### config.mk
export PLATFORM = sky130hd
export DESIGN_NAME = Cpu
export DESIGN_NICKNAME = d
export VERILOG_FILES = /design/src/hdl/pipePkg.sv /design/src/hdl/isaPkg.sv /design/src/hdl/Cpu.sv /design/src/hdl/memStage.sv /design/src/hdl/executeStage.sv /design/src/hdl/hazardUnit.sv /design/src/hdl/decodeStage.sv /design/src/hdl/fetchStage.sv
export VERILOG_INCLUDE_DIRS = /design/src /design/src/include
export SDC_FILE = /design/constraint.sdc
export NUM_CORES = 2
export LEC_CHECK = 0
export BUFFER_PORTS_ARGS = -buffer_cell sky130_fd_sc_hd__buf_4
export CAP_MARGIN = 20
export CORE_ASPECT_RATIO = 1.75
export CORE_MARGIN = 2
export CORE_UTILIZATION = 45
export CTS_CLUSTER_DIAMETER = 200
export DETAILED_ROUTE_END_ITERATION = 12
export MAX_ROUTING_LAYER = met4
export PLACE_DENSITY = 0.72
export REMOVE_ABC_BUFFERS = 1
export SLEW_MARGIN = 30
export SYNTH_ARGS = -nofsm -noshare
export SYNTH_HDL_FRONTEND = slang
export SYNTH_HIERARCHICAL = 1
export SYNTH_SLANG_ARGS = --single-unit
### constraint.sdc
create_clock -name clk -period 6.2 [get_ports clk]
set_clock_uncertainty 0.2 [all_clocks]
set_input_delay 0.62 -clock clk [delete_from_list [all_inputs] [get_ports clk]]
set_output_delay 0.62 -clock clk [all_outputs]
set_load 0.005 [all_outputs]
### src/include/cpu_defines.svh
`ifndef CPU_DEFINES_SVH
`define CPU_DEFINES_SVH

// Core constants
`define RESET_PC   32'h0000_3000
`define REG_COUNT  32
`define WORD_W     32
`define BUS_ADDR_W 30           // PrAddr carries word addresses
`define NOP_INSTR  32'h0000_0000

// Tuse and Tnew encodings, counted in stages
`define TUSE_EX    2'd1         // Operand needed at EX
`define TUSE_NONE  2'd3         // Operand not read
`define TNEW_NONE  2'd0
`define TNEW_ALU   2'd1
`define TNEW_LOAD  2'd2

`endif
### src/hdl/pipePkg.sv
`include "cpu_defines.svh"

package pipePkg;

	// Data word and processor bus address
	typedef logic [`WORD_W-1:0]     wordT;
	typedef logic [`BUS_ADDR_W-1:0] busAddrT;

	// General register number
	typedef logic [$clog2(`REG_COUNT)-1:0] regAddrT;

	// Tuse/Tnew count
	typedef logic [1:0] stageTimeT;

	// Source of an EX operand
	typedef enum logic [1:0] {
		BYP_REG,                // Value read in ID
		BYP_EXMEM,              // ALU result one ahead
		BYP_MEMWB               // Write-back value two ahead
	} bypassSelT;

endpackage

### src/hdl/isaPkg.sv
package isaPkg;

	// Instruction field widths
	localparam int OPCODE_W = 6;
	localparam int FUNCT_W  = 6;
	localparam int IMM_W    = 16;

	typedef logic [IMM_W-1:0] immT;

	// Primary opcodes that the core executes
	typedef enum logic [OPCODE_W-1:0] {
		OP_SPECIAL = 6'h00,     // R-type selected by funct
		OP_ORI     = 6'h0d,
		OP_LUI     = 6'h0f,
		OP_LW      = 6'h23,
		OP_SW      = 6'h2b
	} opcodeT;

	// R-type funct codes
	typedef enum logic [FUNCT_W-1:0] {
		FN_ADDU = 6'h21,
		FN_SUBU = 6'h23,
		FN_OR   = 6'h25
	} functT;

	// ALU operation
	typedef enum logic [1:0] {
		ALU_ADD,
		ALU_SUB,
		ALU_OR,
		ALU_LUI                 // Immediate into the upper half
	} aluOpT;

endpackage

### src/hdl/Cpu.sv
`timescale 1ns/1ps

module Cpu (
	input  logic             clk,
	input  logic             rstN,
	output pipePkg::wordT    InstrAddr,
	input  pipePkg::wordT    Instr,
	output pipePkg::busAddrT PrAddr,
	input  pipePkg::wordT    PrRD,
	output pipePkg::wordT    PrWD,
	output logic             PrWE,
	output pipePkg::wordT    CurAddr
);
	import pipePkg::*;
	import isaPkg::*;

	logic      Stall;
	wordT      InstrIfId, PcIfId;
	regAddrT   RAddr0Id, RAddr1Id;
	stageTimeT Tuse0Id, Tuse1Id;
	regAddrT   RAddr0Ex, RAddr1Ex, WAddrEx;
	wordT      Data0Ex, Data1Ex, ImmEx, PcEx;
	aluOpT     AluOpEx;
	logic      UseImmEx, LoadEx, StoreEx;
	stageTimeT Tuse0Ex, Tuse1Ex, TnewEx;
	bypassSelT Bypass0Sel, Bypass1Sel;
	wordT      AluOutMem, StoreDataMem;
	regAddrT   WAddrMem;
	stageTimeT TnewMem;
	logic      LoadMem, StoreMem;
	wordT      WbData;
	regAddrT   WAddrWb;

	////////////////////// Hazards /////////////////////
	hazardUnit hazardUnit (
		.RAddr0Id(RAddr0Id), .RAddr1Id(RAddr1Id),
		.Tuse0Id(Tuse0Id), .Tuse1Id(Tuse1Id),
		.RAddr0Ex(RAddr0Ex), .RAddr1Ex(RAddr1Ex),
		.WAddrEx(WAddrEx), .TnewEx(TnewEx),
		.WAddrMem(WAddrMem), .TnewMem(TnewMem),
		.WAddrWb(WAddrWb),
		.Bypass0Sel(Bypass0Sel), .Bypass1Sel(Bypass1Sel),
		.Stall(Stall)
	);

	///////////////////////// IF ///////////////////////
	fetchStage fetchStage (
		.clk(clk), .rstN(rstN),
		.Stall(Stall),
		.InstrAddr(InstrAddr), .Instr(Instr),
		.InstrIfId(InstrIfId), .PcIfId(PcIfId)
	);

	///////////////////////// ID ///////////////////////
	decodeStage decodeStage (
		.clk(clk), .rstN(rstN),
		.Stall(Stall),
		.InstrIfId(InstrIfId), .PcIfId(PcIfId),
		.WAddrWb(WAddrWb), .WbData(WbData),     // Register write
		.RAddr0Id(RAddr0Id), .RAddr1Id(RAddr1Id),
		.Tuse0Id(Tuse0Id), .Tuse1Id(Tuse1Id),
		.RAddr0Ex(RAddr0Ex), .RAddr1Ex(RAddr1Ex), .WAddrEx(WAddrEx),
		.Data0Ex(Data0Ex), .Data1Ex(Data1Ex), .ImmEx(ImmEx),
		.AluOpEx(AluOpEx), .UseImmEx(UseImmEx),
		.LoadEx(LoadEx), .StoreEx(StoreEx),
		.PcEx(PcEx),
		.Tuse0Ex(Tuse0Ex), .Tuse1Ex(Tuse1Ex), .TnewEx(TnewEx)
	);

	///////////////////////// EX ///////////////////////
	executeStage executeStage (
		.clk(clk), .rstN(rstN),
		.WAddrEx(WAddrEx),
		.Data0Ex(Data0Ex), .Data1Ex(Data1Ex), .ImmEx(ImmEx),
		.AluOpEx(AluOpEx), .UseImmEx(UseImmEx),
		.LoadEx(LoadEx), .StoreEx(StoreEx),
		.PcEx(PcEx),
		.Tuse0Ex(Tuse0Ex), .Tuse1Ex(Tuse1Ex), .TnewEx(TnewEx),
		.Bypass0Sel(Bypass0Sel), .Bypass1Sel(Bypass1Sel),
		.WbData(WbData),    // MEM/WB bypass
		.AluOutMem(AluOutMem), .StoreDataMem(StoreDataMem),
		.WAddrMem(WAddrMem), .TnewMem(TnewMem),
		.LoadMem(LoadMem), .StoreMem(StoreMem),
		.PcMem(CurAddr)     // PC of the instruction in MEM
	);

	///////////////////////// MEM //////////////////////
	memStage memStage (
		.clk(clk), .rstN(rstN),
		.AluOutMem(AluOutMem), .StoreDataMem(StoreDataMem),
		.WAddrMem(WAddrMem),
		.LoadMem(LoadMem), .StoreMem(StoreMem),
		.PrAddr(PrAddr), .PrRD(PrRD), .PrWD(PrWD), .PrWE(PrWE),
		.WbData(WbData), .WAddrWb(WAddrWb)
	);

endmodule

### src/hdl/memStage.sv
`timescale 1ns/1ps
`include "cpu_defines.svh"

module memStage (
	input  logic             clk,
	input  logic             rstN,
	input  pipePkg::wordT    AluOutMem,
	input  pipePkg::wordT    StoreDataMem,
	input  pipePkg::regAddrT WAddrMem,
	input  logic             LoadMem,
	input  logic             StoreMem,
	output pipePkg::busAddrT PrAddr,
	input  pipePkg::wordT    PrRD,
	output pipePkg::wordT    PrWD,
	output logic             PrWE,
	output pipePkg::wordT    WbData,
	output pipePkg::regAddrT WAddrWb
);
	import pipePkg::*;

	wordT wbNext;

	//////////////////////////////////////////////////
	// Processor bus
	//////////////////////////////////////////////////
	assign PrAddr = AluOutMem[`WORD_W-1:`WORD_W-`BUS_ADDR_W];  // Word address
	assign PrWD   = StoreDataMem;
	assign PrWE   = StoreMem;   // One cycle per store

	// Load data sampled in the same cycle
	assign wbNext = LoadMem ? PrRD : AluOutMem;

	//////////////////////////////////////////////////
	// MEM/WB register
	//////////////////////////////////////////////////
	always_ff @(posedge clk) begin
		if (!rstN) begin
			WAddrWb <= '0;  // No write-back after reset
		end else begin
			WAddrWb <= WAddrMem;
		end
	end

	always_ff @(posedge clk) begin
		WbData <= wbNext;
	end

endmodule

### src/hdl/executeStage.sv
`timescale 1ns/1ps
`include "cpu_defines.svh"

module executeStage (
	input  logic               clk,
	input  logic               rstN,
	input  pipePkg::regAddrT   WAddrEx,
	input  pipePkg::wordT      Data0Ex,
	input  pipePkg::wordT      Data1Ex,
	input  pipePkg::wordT      ImmEx,
	input  isaPkg::aluOpT      AluOpEx,
	input  logic               UseImmEx,
	input  logic               LoadEx,
	input  logic               StoreEx,
	input  pipePkg::wordT      PcEx,
	input  pipePkg::stageTimeT Tuse0Ex,
	input  pipePkg::stageTimeT Tuse1Ex,
	input  pipePkg::stageTimeT TnewEx,
	input  pipePkg::bypassSelT Bypass0Sel,
	input  pipePkg::bypassSelT Bypass1Sel,
	input  pipePkg::wordT      WbData,
	output pipePkg::wordT      AluOutMem,
	output pipePkg::wordT      StoreDataMem,
	output pipePkg::regAddrT   WAddrMem,
	output pipePkg::stageTimeT TnewMem,
	output logic               LoadMem,
	output logic               StoreMem,
	output pipePkg::wordT      PcMem
);
	import pipePkg::*;
	import isaPkg::*;

	wordT opA, opB, aluB, aluOut;

	function automatic wordT bypassMux(bypassSelT sel, wordT regVal, wordT exMem, wordT memWb);
		case (sel)
			BYP_EXMEM: return exMem;
			BYP_MEMWB: return memWb;
			default:   return regVal;
		endcase
	endfunction

	//////////////////////////////////////////////////
	// Operands and ALU
	//////////////////////////////////////////////////
	always_comb begin
		// Unread operands forced to zero
		opA = (Tuse0Ex == `TUSE_NONE) ? '0 : bypassMux(Bypass0Sel, Data0Ex, AluOutMem, WbData);
		opB = (Tuse1Ex == `TUSE_NONE) ? '0 : bypassMux(Bypass1Sel, Data1Ex, AluOutMem, WbData);
		aluB = UseImmEx ? ImmEx : opB;
	end

	always_comb begin
		case (AluOpEx)
			ALU_SUB: aluOut = opA - aluB;
			ALU_OR:  aluOut = opA | aluB;
			ALU_LUI: aluOut = {aluB[15:0], 16'h0000};
			default: aluOut = opA + aluB;   // Also the load/store address
		endcase
	end

	//////////////////////////////////////////////////
	// EX/MEM register
	//////////////////////////////////////////////////
	always_ff @(posedge clk) begin
		if (!rstN) begin
			WAddrMem <= '0;
			TnewMem  <= `TNEW_NONE;
			LoadMem  <= 1'b0;
			StoreMem <= 1'b0;
		end else begin
			WAddrMem <= WAddrEx;
			TnewMem  <= (TnewEx == `TNEW_NONE) ? `TNEW_NONE : TnewEx - 2'd1;   // One stage closer
			LoadMem  <= LoadEx;
			StoreMem <= StoreEx;
		end
	end

	always_ff @(posedge clk) begin
		AluOutMem    <= aluOut;
		StoreDataMem <= opB;
		PcMem        <= PcEx;
	end

endmodule

### src/hdl/hazardUnit.sv
`timescale 1ns/1ps

module hazardUnit (
	input  pipePkg::regAddrT   RAddr0Id,
	input  pipePkg::regAddrT   RAddr1Id,
	input  pipePkg::stageTimeT Tuse0Id,
	input  pipePkg::stageTimeT Tuse1Id,
	input  pipePkg::regAddrT   RAddr0Ex,
	input  pipePkg::regAddrT   RAddr1Ex,
	input  pipePkg::regAddrT   WAddrEx,
	input  pipePkg::stageTimeT TnewEx,
	input  pipePkg::regAddrT   WAddrMem,
	input  pipePkg::stageTimeT TnewMem,
	input  pipePkg::regAddrT   WAddrWb,
	output pipePkg::bypassSelT Bypass0Sel,
	output pipePkg::bypassSelT Bypass1Sel,
	output logic               Stall
);
	import pipePkg::*;

	// Newest ready producer wins
	function automatic bypassSelT pickSource(
		regAddrT   rAddr,
		regAddrT   wAddrMem,
		stageTimeT tnewMem,
		regAddrT   wAddrWb
	);
		if (rAddr == '0)
			return BYP_REG;
		if (rAddr == wAddrMem && tnewMem == '0)
			return BYP_EXMEM;
		if (rAddr == wAddrWb)
			return BYP_MEMWB;
		return BYP_REG;
	endfunction

	// Producer in EX not ready in time for this reader
	function automatic logic tooEarly(
		regAddrT   rAddr,
		stageTimeT tUse,
		regAddrT   wAddr,
		stageTimeT tNew
	);
		return (rAddr != '0) && (rAddr == wAddr) && (tUse < tNew);
	endfunction

	assign Bypass0Sel = pickSource(RAddr0Ex, WAddrMem, TnewMem, WAddrWb);
	assign Bypass1Sel = pickSource(RAddr1Ex, WAddrMem, TnewMem, WAddrWb);

	// Only a load in EX can trip this
	assign Stall = tooEarly(RAddr0Id, Tuse0Id, WAddrEx, TnewEx)
		|| tooEarly(RAddr1Id, Tuse1Id, WAddrEx, TnewEx);

endmodule

### src/hdl/decodeStage.sv
`timescale 1ns/1ps
`include "cpu_defines.svh"

module decodeStage (
	input  logic               clk,
	input  logic               rstN,
	input  logic               Stall,
	input  pipePkg::wordT      InstrIfId,
	input  pipePkg::wordT      PcIfId,
	input  pipePkg::regAddrT   WAddrWb,
	input  pipePkg::wordT      WbData,
	output pipePkg::regAddrT   RAddr0Id,
	output pipePkg::regAddrT   RAddr1Id,
	output pipePkg::stageTimeT Tuse0Id,
	output pipePkg::stageTimeT Tuse1Id,
	output pipePkg::regAddrT   RAddr0Ex,
	output pipePkg::regAddrT   RAddr1Ex,
	output pipePkg::regAddrT   WAddrEx,
	output pipePkg::wordT      Data0Ex,
	output pipePkg::wordT      Data1Ex,
	output pipePkg::wordT      ImmEx,
	output isaPkg::aluOpT      AluOpEx,
	output logic               UseImmEx,
	output logic               LoadEx,
	output logic               StoreEx,
	output pipePkg::wordT      PcEx,
	output pipePkg::stageTimeT Tuse0Ex,
	output pipePkg::stageTimeT Tuse1Ex,
	output pipePkg::stageTimeT TnewEx
);
	import pipePkg::*;
	import isaPkg::*;

	opcodeT    opcode;
	functT     funct;
	regAddrT   rs, rt, rd;
	immT       imm;
	regAddrT   wAddr;
	wordT      immExt;
	aluOpT     aluOp;
	logic      useImm, isLoad, isStore;
	stageTimeT tnew;
	wordT      regFile [`REG_COUNT];
	wordT      rData0, rData1;
	logic      wbEn;

	// Instruction fields
	assign opcode = opcodeT'(InstrIfId[`WORD_W-1 -: OPCODE_W]);
	assign funct  = functT'(InstrIfId[FUNCT_W-1:0]);
	assign rs     = InstrIfId[25:21];
	assign rt     = InstrIfId[20:16];
	assign rd     = InstrIfId[15:11];
	assign imm    = InstrIfId[IMM_W-1:0];

	assign RAddr0Id = rs;
	assign RAddr1Id = rt;

	//////////////////////////////////////////////////
	// Decoder
	//////////////////////////////////////////////////
	always_comb begin
		wAddr   = '0;           // Unknown encodings fall through as no-ops
		aluOp   = ALU_ADD;
		useImm  = 1'b0;
		isLoad  = 1'b0;
		isStore = 1'b0;
		Tuse0Id = `TUSE_NONE;
		Tuse1Id = `TUSE_NONE;
		tnew    = `TNEW_NONE;
		immExt  = {{(`WORD_W-IMM_W){imm[IMM_W-1]}}, imm};
		case (opcode)
			OP_SPECIAL: begin
				if (funct inside {FN_ADDU, FN_SUBU, FN_OR}) begin
					wAddr   = rd;
					Tuse0Id = `TUSE_EX;
					Tuse1Id = `TUSE_EX;
					tnew    = `TNEW_ALU;
				end
				case (funct)
					FN_SUBU: aluOp = ALU_SUB;
					FN_OR:   aluOp = ALU_OR;
					default: aluOp = ALU_ADD;
				endcase
			end
			OP_ORI, OP_LUI: begin
				wAddr   = rt;
				aluOp   = (opcode == OP_ORI) ? ALU_OR : ALU_LUI;
				useImm  = 1'b1;
				immExt  = {{(`WORD_W-IMM_W){1'b0}}, imm};   // Zero extended
				Tuse0Id = (opcode == OP_ORI) ? `TUSE_EX : `TUSE_NONE;
				tnew    = `TNEW_ALU;
			end
			OP_LW: begin
				wAddr   = rt;
				useImm  = 1'b1;
				isLoad  = 1'b1;
				Tuse0Id = `TUSE_EX;
				tnew    = `TNEW_LOAD;
			end
			OP_SW: begin
				useImm  = 1'b1;
				isStore = 1'b1;
				Tuse0Id = `TUSE_EX;
				Tuse1Id = `TUSE_EX;     // Store data is bypassed in EX
			end
			default: ;
		endcase
	end

	//////////////////////////////////////////////////
	// Register file
	//////////////////////////////////////////////////
	assign wbEn = (WAddrWb != '0);  // Register 0 stays zero

	always_ff @(posedge clk) begin
		if (!rstN) begin
			for (int i = 0; i < `REG_COUNT; i++) begin
				regFile[i] <= '0;
			end
		end else if (wbEn) begin
			regFile[WAddrWb] <= WbData;
		end
	end

	// Write-through from WB
	always_comb begin
		rData0 = (wbEn && rs == WAddrWb) ? WbData : regFile[rs];
		rData1 = (wbEn && rt == WAddrWb) ? WbData : regFile[rt];
	end

	//////////////////////////////////////////////////
	// ID/EX register
	//////////////////////////////////////////////////
	always_ff @(posedge clk) begin
		if (!rstN || Stall) begin   // Bubble
			RAddr0Ex <= '0;
			RAddr1Ex <= '0;
			WAddrEx  <= '0;
			AluOpEx  <= ALU_ADD;
			UseImmEx <= 1'b0;
			LoadEx   <= 1'b0;
			StoreEx  <= 1'b0;
			Tuse0Ex  <= `TUSE_NONE;
			Tuse1Ex  <= `TUSE_NONE;
			TnewEx   <= `TNEW_NONE;
		end else begin
			RAddr0Ex <= rs;
			RAddr1Ex <= rt;
			WAddrEx  <= wAddr;
			AluOpEx  <= aluOp;
			UseImmEx <= useImm;
			LoadEx   <= isLoad;
			StoreEx  <= isStore;
			Tuse0Ex  <= Tuse0Id;
			Tuse1Ex  <= Tuse1Id;
			TnewEx   <= tnew;
		end
	end

	always_ff @(posedge clk) begin
		Data0Ex <= rData0;
		Data1Ex <= rData1;
		ImmEx   <= immExt;
		PcEx    <= PcIfId;
	end

endmodule

### src/hdl/fetchStage.sv
`timescale 1ns/1ps
`include "cpu_defines.svh"

module fetchStage (
	input  logic          clk,
	input  logic          rstN,
	input  logic          Stall,
	output pipePkg::wordT InstrAddr,
	input  pipePkg::wordT Instr,
	output pipePkg::wordT InstrIfId,
	output pipePkg::wordT PcIfId
);
	import pipePkg::*;

	wordT pc;

	assign InstrAddr = pc;  // Instruction port answers in the same cycle

	// Program counter
	always_ff @(posedge clk) begin
		if (!rstN) begin
			pc <= `RESET_PC;
		end else if (!Stall) begin
			pc <= pc + 32'd4;
		end
	end

	//////////////////////////////////////////////////
	// IF/ID register
	//////////////////////////////////////////////////
	always_ff @(posedge clk) begin
		if (!rstN) begin
			InstrIfId <= `NOP_INSTR;
		end else if (!Stall) begin
			InstrIfId <= Instr;
		end
	end

	always_ff @(posedge clk) begin
		if (!Stall) begin
			PcIfId <= pc;   // Held with the instruction
		end
	end

endmodule

==> summary.md <==
• 72,700 sq um — mapped cell area
• decodeStage/RAddr1Ex[3] — beginning of the worst register-to-register path
• 0 — max-cap check violation count
• 0 — worst hold path cell count
• 6,095 — gate count after technology mapping
• 80 ps — CTS clock-pin slew for the worst setup and hold paths
• 164 MHz — upper clock frequency limit
• 0 — DRT antenna net count
• register — Critical Path Source Type
• 193 — number of ports placed on the die boundary
• -338 ps — Place WS
• reg -> reg — startpoint-to-endpoint class of the critical path
• 0.0246 W — Overall Power
• 53,419 — number of global-route vias before repair
• reg -> reg — min-delay worst type
• 302 nW/um^2 — power per unit of standard cell area
• buf_4 — cell with the most instances on the worst path
• 195 — Std-Cell Rows
• 530 ps — Worst path max stage delay
• clkbuf_16 — Clk Tree Root Cell
• 5,060 — First DRT Iteration DRCs
• 770 ps — later-pin clock latency in the skew report
• 1120 ps — slew at the pin with the worst max-slew slack
• 76,800 sq um — placed inst area
• 115 ps — slack of the critical path
• 0 — hold violation total from the final report
• 24.8% — worst max-slew margin expressed relative to the limit
• 6.26 — vias per inst
• 166 mm — detailed placement HPWL
• 0 — number of max-slew violations in the final report
• 165,000 sq um — full die area
• 30.4% — Total Routing Usage GR
• 12.2% — area growth from synthesis to layout
• 0% — share of flip-flops with an asynchronous set or reset
• register — CP endpoint kind
• edfxtp_1 — area leader, netlist
• 45.2% — starting utilization of the core area
• 127 ps — Hold WS
• built — clock tree from TritonCTS
• or4_1 — Critical Path Slowest Stage Cell
• 0.385 mV — maximum vdd drop
• 120 ps — register-to-register setup slack
• 1,394 — flip-flop and latch count after synthesis
• 15.7% — fraction of final layout cells sized beyond drive strength 1
• 3 — CTS H-tree lvls
• 8 — largest driver fanout on the critical path
• 161,000 sq um — Core Area
• 6670 ps — required time reported for the critical path endpoint
• 357 mm — wire length of the first global-routing pass
• 117 — clock buffer count from CTS
• executeStage/PcMem[15] — worst hold path endpoint
• 536 um — die span in y
• 86 — number of distinct library cells after synthesis
• 0 — GR Overflow Total
• 11.9 sq um — synthesized area per cell
• executeStage/AluOutMem[29] — reg-to-reg endpoint
• 190 — number of buffer cells added on primary ports
• 5 — number of antenna violations at the first check in global routing
• 98.1% — share of the clock period used by the worst path after layout
• 29 — length in cells of the worst reg-to-reg path
• 0 — total setup violations reported at the end of the flow
• 1,394 — Clock Sinks
• 6080 ps — final critical delay including setup and external delays
• decodeStage/PcEx[15] — startpoint of the lowest-slack hold path
• compound AO/OA/AOI/OAI gates — family with the most delay on the worst path
• 115 — pin count of the biggest net entering global routing
• 6560 ps — WP data arrival
• 1,054 — count of flip-flops with a built-in enable after synthesis
• 249 mm — Post-Route WL
• 81,600 sq um — finished layout cell area
• 6 — Synth Warn #
• 308 um — overall die width
• 3 — maximum clock path buffer count
• edfxtp_1, mux2i_1, dfxtp_1 — leading cell types by total area after synthesis
• 29.7 um — Routed wire per std cell
• 52.9% — fraction of the yosys area taken by sequential cells
• 0.964 — final RePlAce weighted congestion
• 52,624 — count of vias placed by the detailed router
• 30.2 nW — total leakage power
• 0 — Residual DRC
• 6,332 — number of nets in the finished design
• 13,618 — number of filler instances in the final layout
• 43.5% — area fraction of the dominant cell type after synthesis
• finished, final reports clean — result of the run
• edfxtp_1 — main flop type after synthesis
• 6 — Pre-antenna DRT Iters
• 5 — sum of buffers and inverters on the critical path
## worst max path at each step
| stage | startpoint | endpoint | slack [ps] | depth (start not counted) |
|---|---|---|---|---|
| 2_1_floorplan | fetchStage/InstrIfId[16] | fetchStage/PcIfId[10] | -16390 | 4 |
| 3_3_place_gp | decodeStage/RAddr1Ex[0] | executeStage/AluOutMem[29] | -270 | 27 |
| 3_5_place_dp | decodeStage/RAddr1Ex[3] | executeStage/AluOutMem[29] | -340 | 27 |
| 4_1_cts | decodeStage/RAddr1Ex[3] | executeStage/AluOutMem[29] | 3 | 27 |
| 5_1_grt | decodeStage/RAddr1Ex[3] | executeStage/AluOutMem[29] | -130 | 29 |
| 6_report | decodeStage/RAddr1Ex[3] | executeStage/AluOutMem[29] | 120 | 29 |
## cell usage in the layout (no fill, tap or decap), types with 117 or more instances in the layout
master     Yosys  final
a21oi_1      277    273
a22oi_1      424    424
and2_1      1030   1027
buf_4        154    527
clkbuf_16      0    117
dfxtp_1      340    333
edfxtp_1    1054   1054
mux2i_1     1058   1058
nand2_1      125    123
nor2_1       183    148
## metal layers
layer  global-route usage (%)  wire, um  vias up
met5                        -         0        -
met3                     3.77     17300      843
met2                     52.5    126000     2745
met4                     19.8     18800        0
li1                         -         -    22716
met1                     32.7     86800    26320
## area by class of cell
| class | instances | area (sq um) | area share, % |
|---|---|---|---|
| antenna | 8 | 20.0 | 0.0245 |
| clock buffer | 133 | 3030 | 3.71 |
| clock inverter | 89 | 928 | 1.14 |
| inverter | 41 | 156 | 0.192 |
| multi-input combinational | 4061 | 31400 | 38.5 |
| sequential | 1394 | 38500 | 47.1 |
| tap | 2068 | 2590 | 3.17 |
| timing repair buffer | 609 | 4960 | 6.08 |
## cell usage after synthesis (63+ instances only)
master / n
mux2i_1: 1058
edfxtp_1: 1054
and2_1: 1030
a22oi_1: 424
dfxtp_1: 340
clkbuf_1: 335
a21oi_1: 277
nor2_1: 183
buf_4: 154
nand2_1: 125
o21ai_0: 106
a221oi_1: 86
a22o_1: 65
buf_2: 63
## repair_timing
action,in CTS,in global routing
setup endpoints to repair,8,9
resized for setup,10,30
hold endpoints to repair,64,0
setup buffers,0,6
pin swaps,1,20
hold buffers,64,0
## stage by stage
| step | util (%) | instances | TNS, ps |
|---|---|---|---|
| after floorplan | - | 5496 | -2644910 |
| after global placement | 47.7 | 8103 | -930 |
| after detailed placement | 47.8 | 8104 | -767 |
| after CTS | 50.7 | 8390 | 0 |
| after global routing | 50.7 | 8399 | -150 |
| final | 50.8 | 8403 | 0 |
## cell families after synthesis
kind of cell             Yosys count  synth area share [%]
AND/OR/NAND/NOR                 1583                  12.7
flip-flops                      1394                  52.9
AO/OA/AOI/OAI                   1163                  11.4
multiplexers                    1134                  16.1
buffers and inverters            677                  5.01
XOR/XNOR                          99                  1.19
adder cells (fa/ha/maj)           42                 0.733
other                              3                0.0155
## registers in the layout (all words and copies together), names as in the netlist, 32 cells and up
register	count
decodeStage/Data1Ex	32
decodeStage/PcEx	32
decodeStage/regFile	1024
executeStage/PcMem	32
executeStage/AluOutMem	32
fetchStage/InstrIfId	32
executeStage/StoreDataMem	32
memStage/WbData	32
decodeStage/Data0Ex	32
## power breakdown
part | switching [W] | internal [W]
Sequential | 0.000655 | 0.0106
Combinational | 0.00355 | 0.00201
Clock | 0.00361 | 0.00415
Total | 0.00782 | 0.0168
Note: power is estimated with default switching activity, not from simulation.
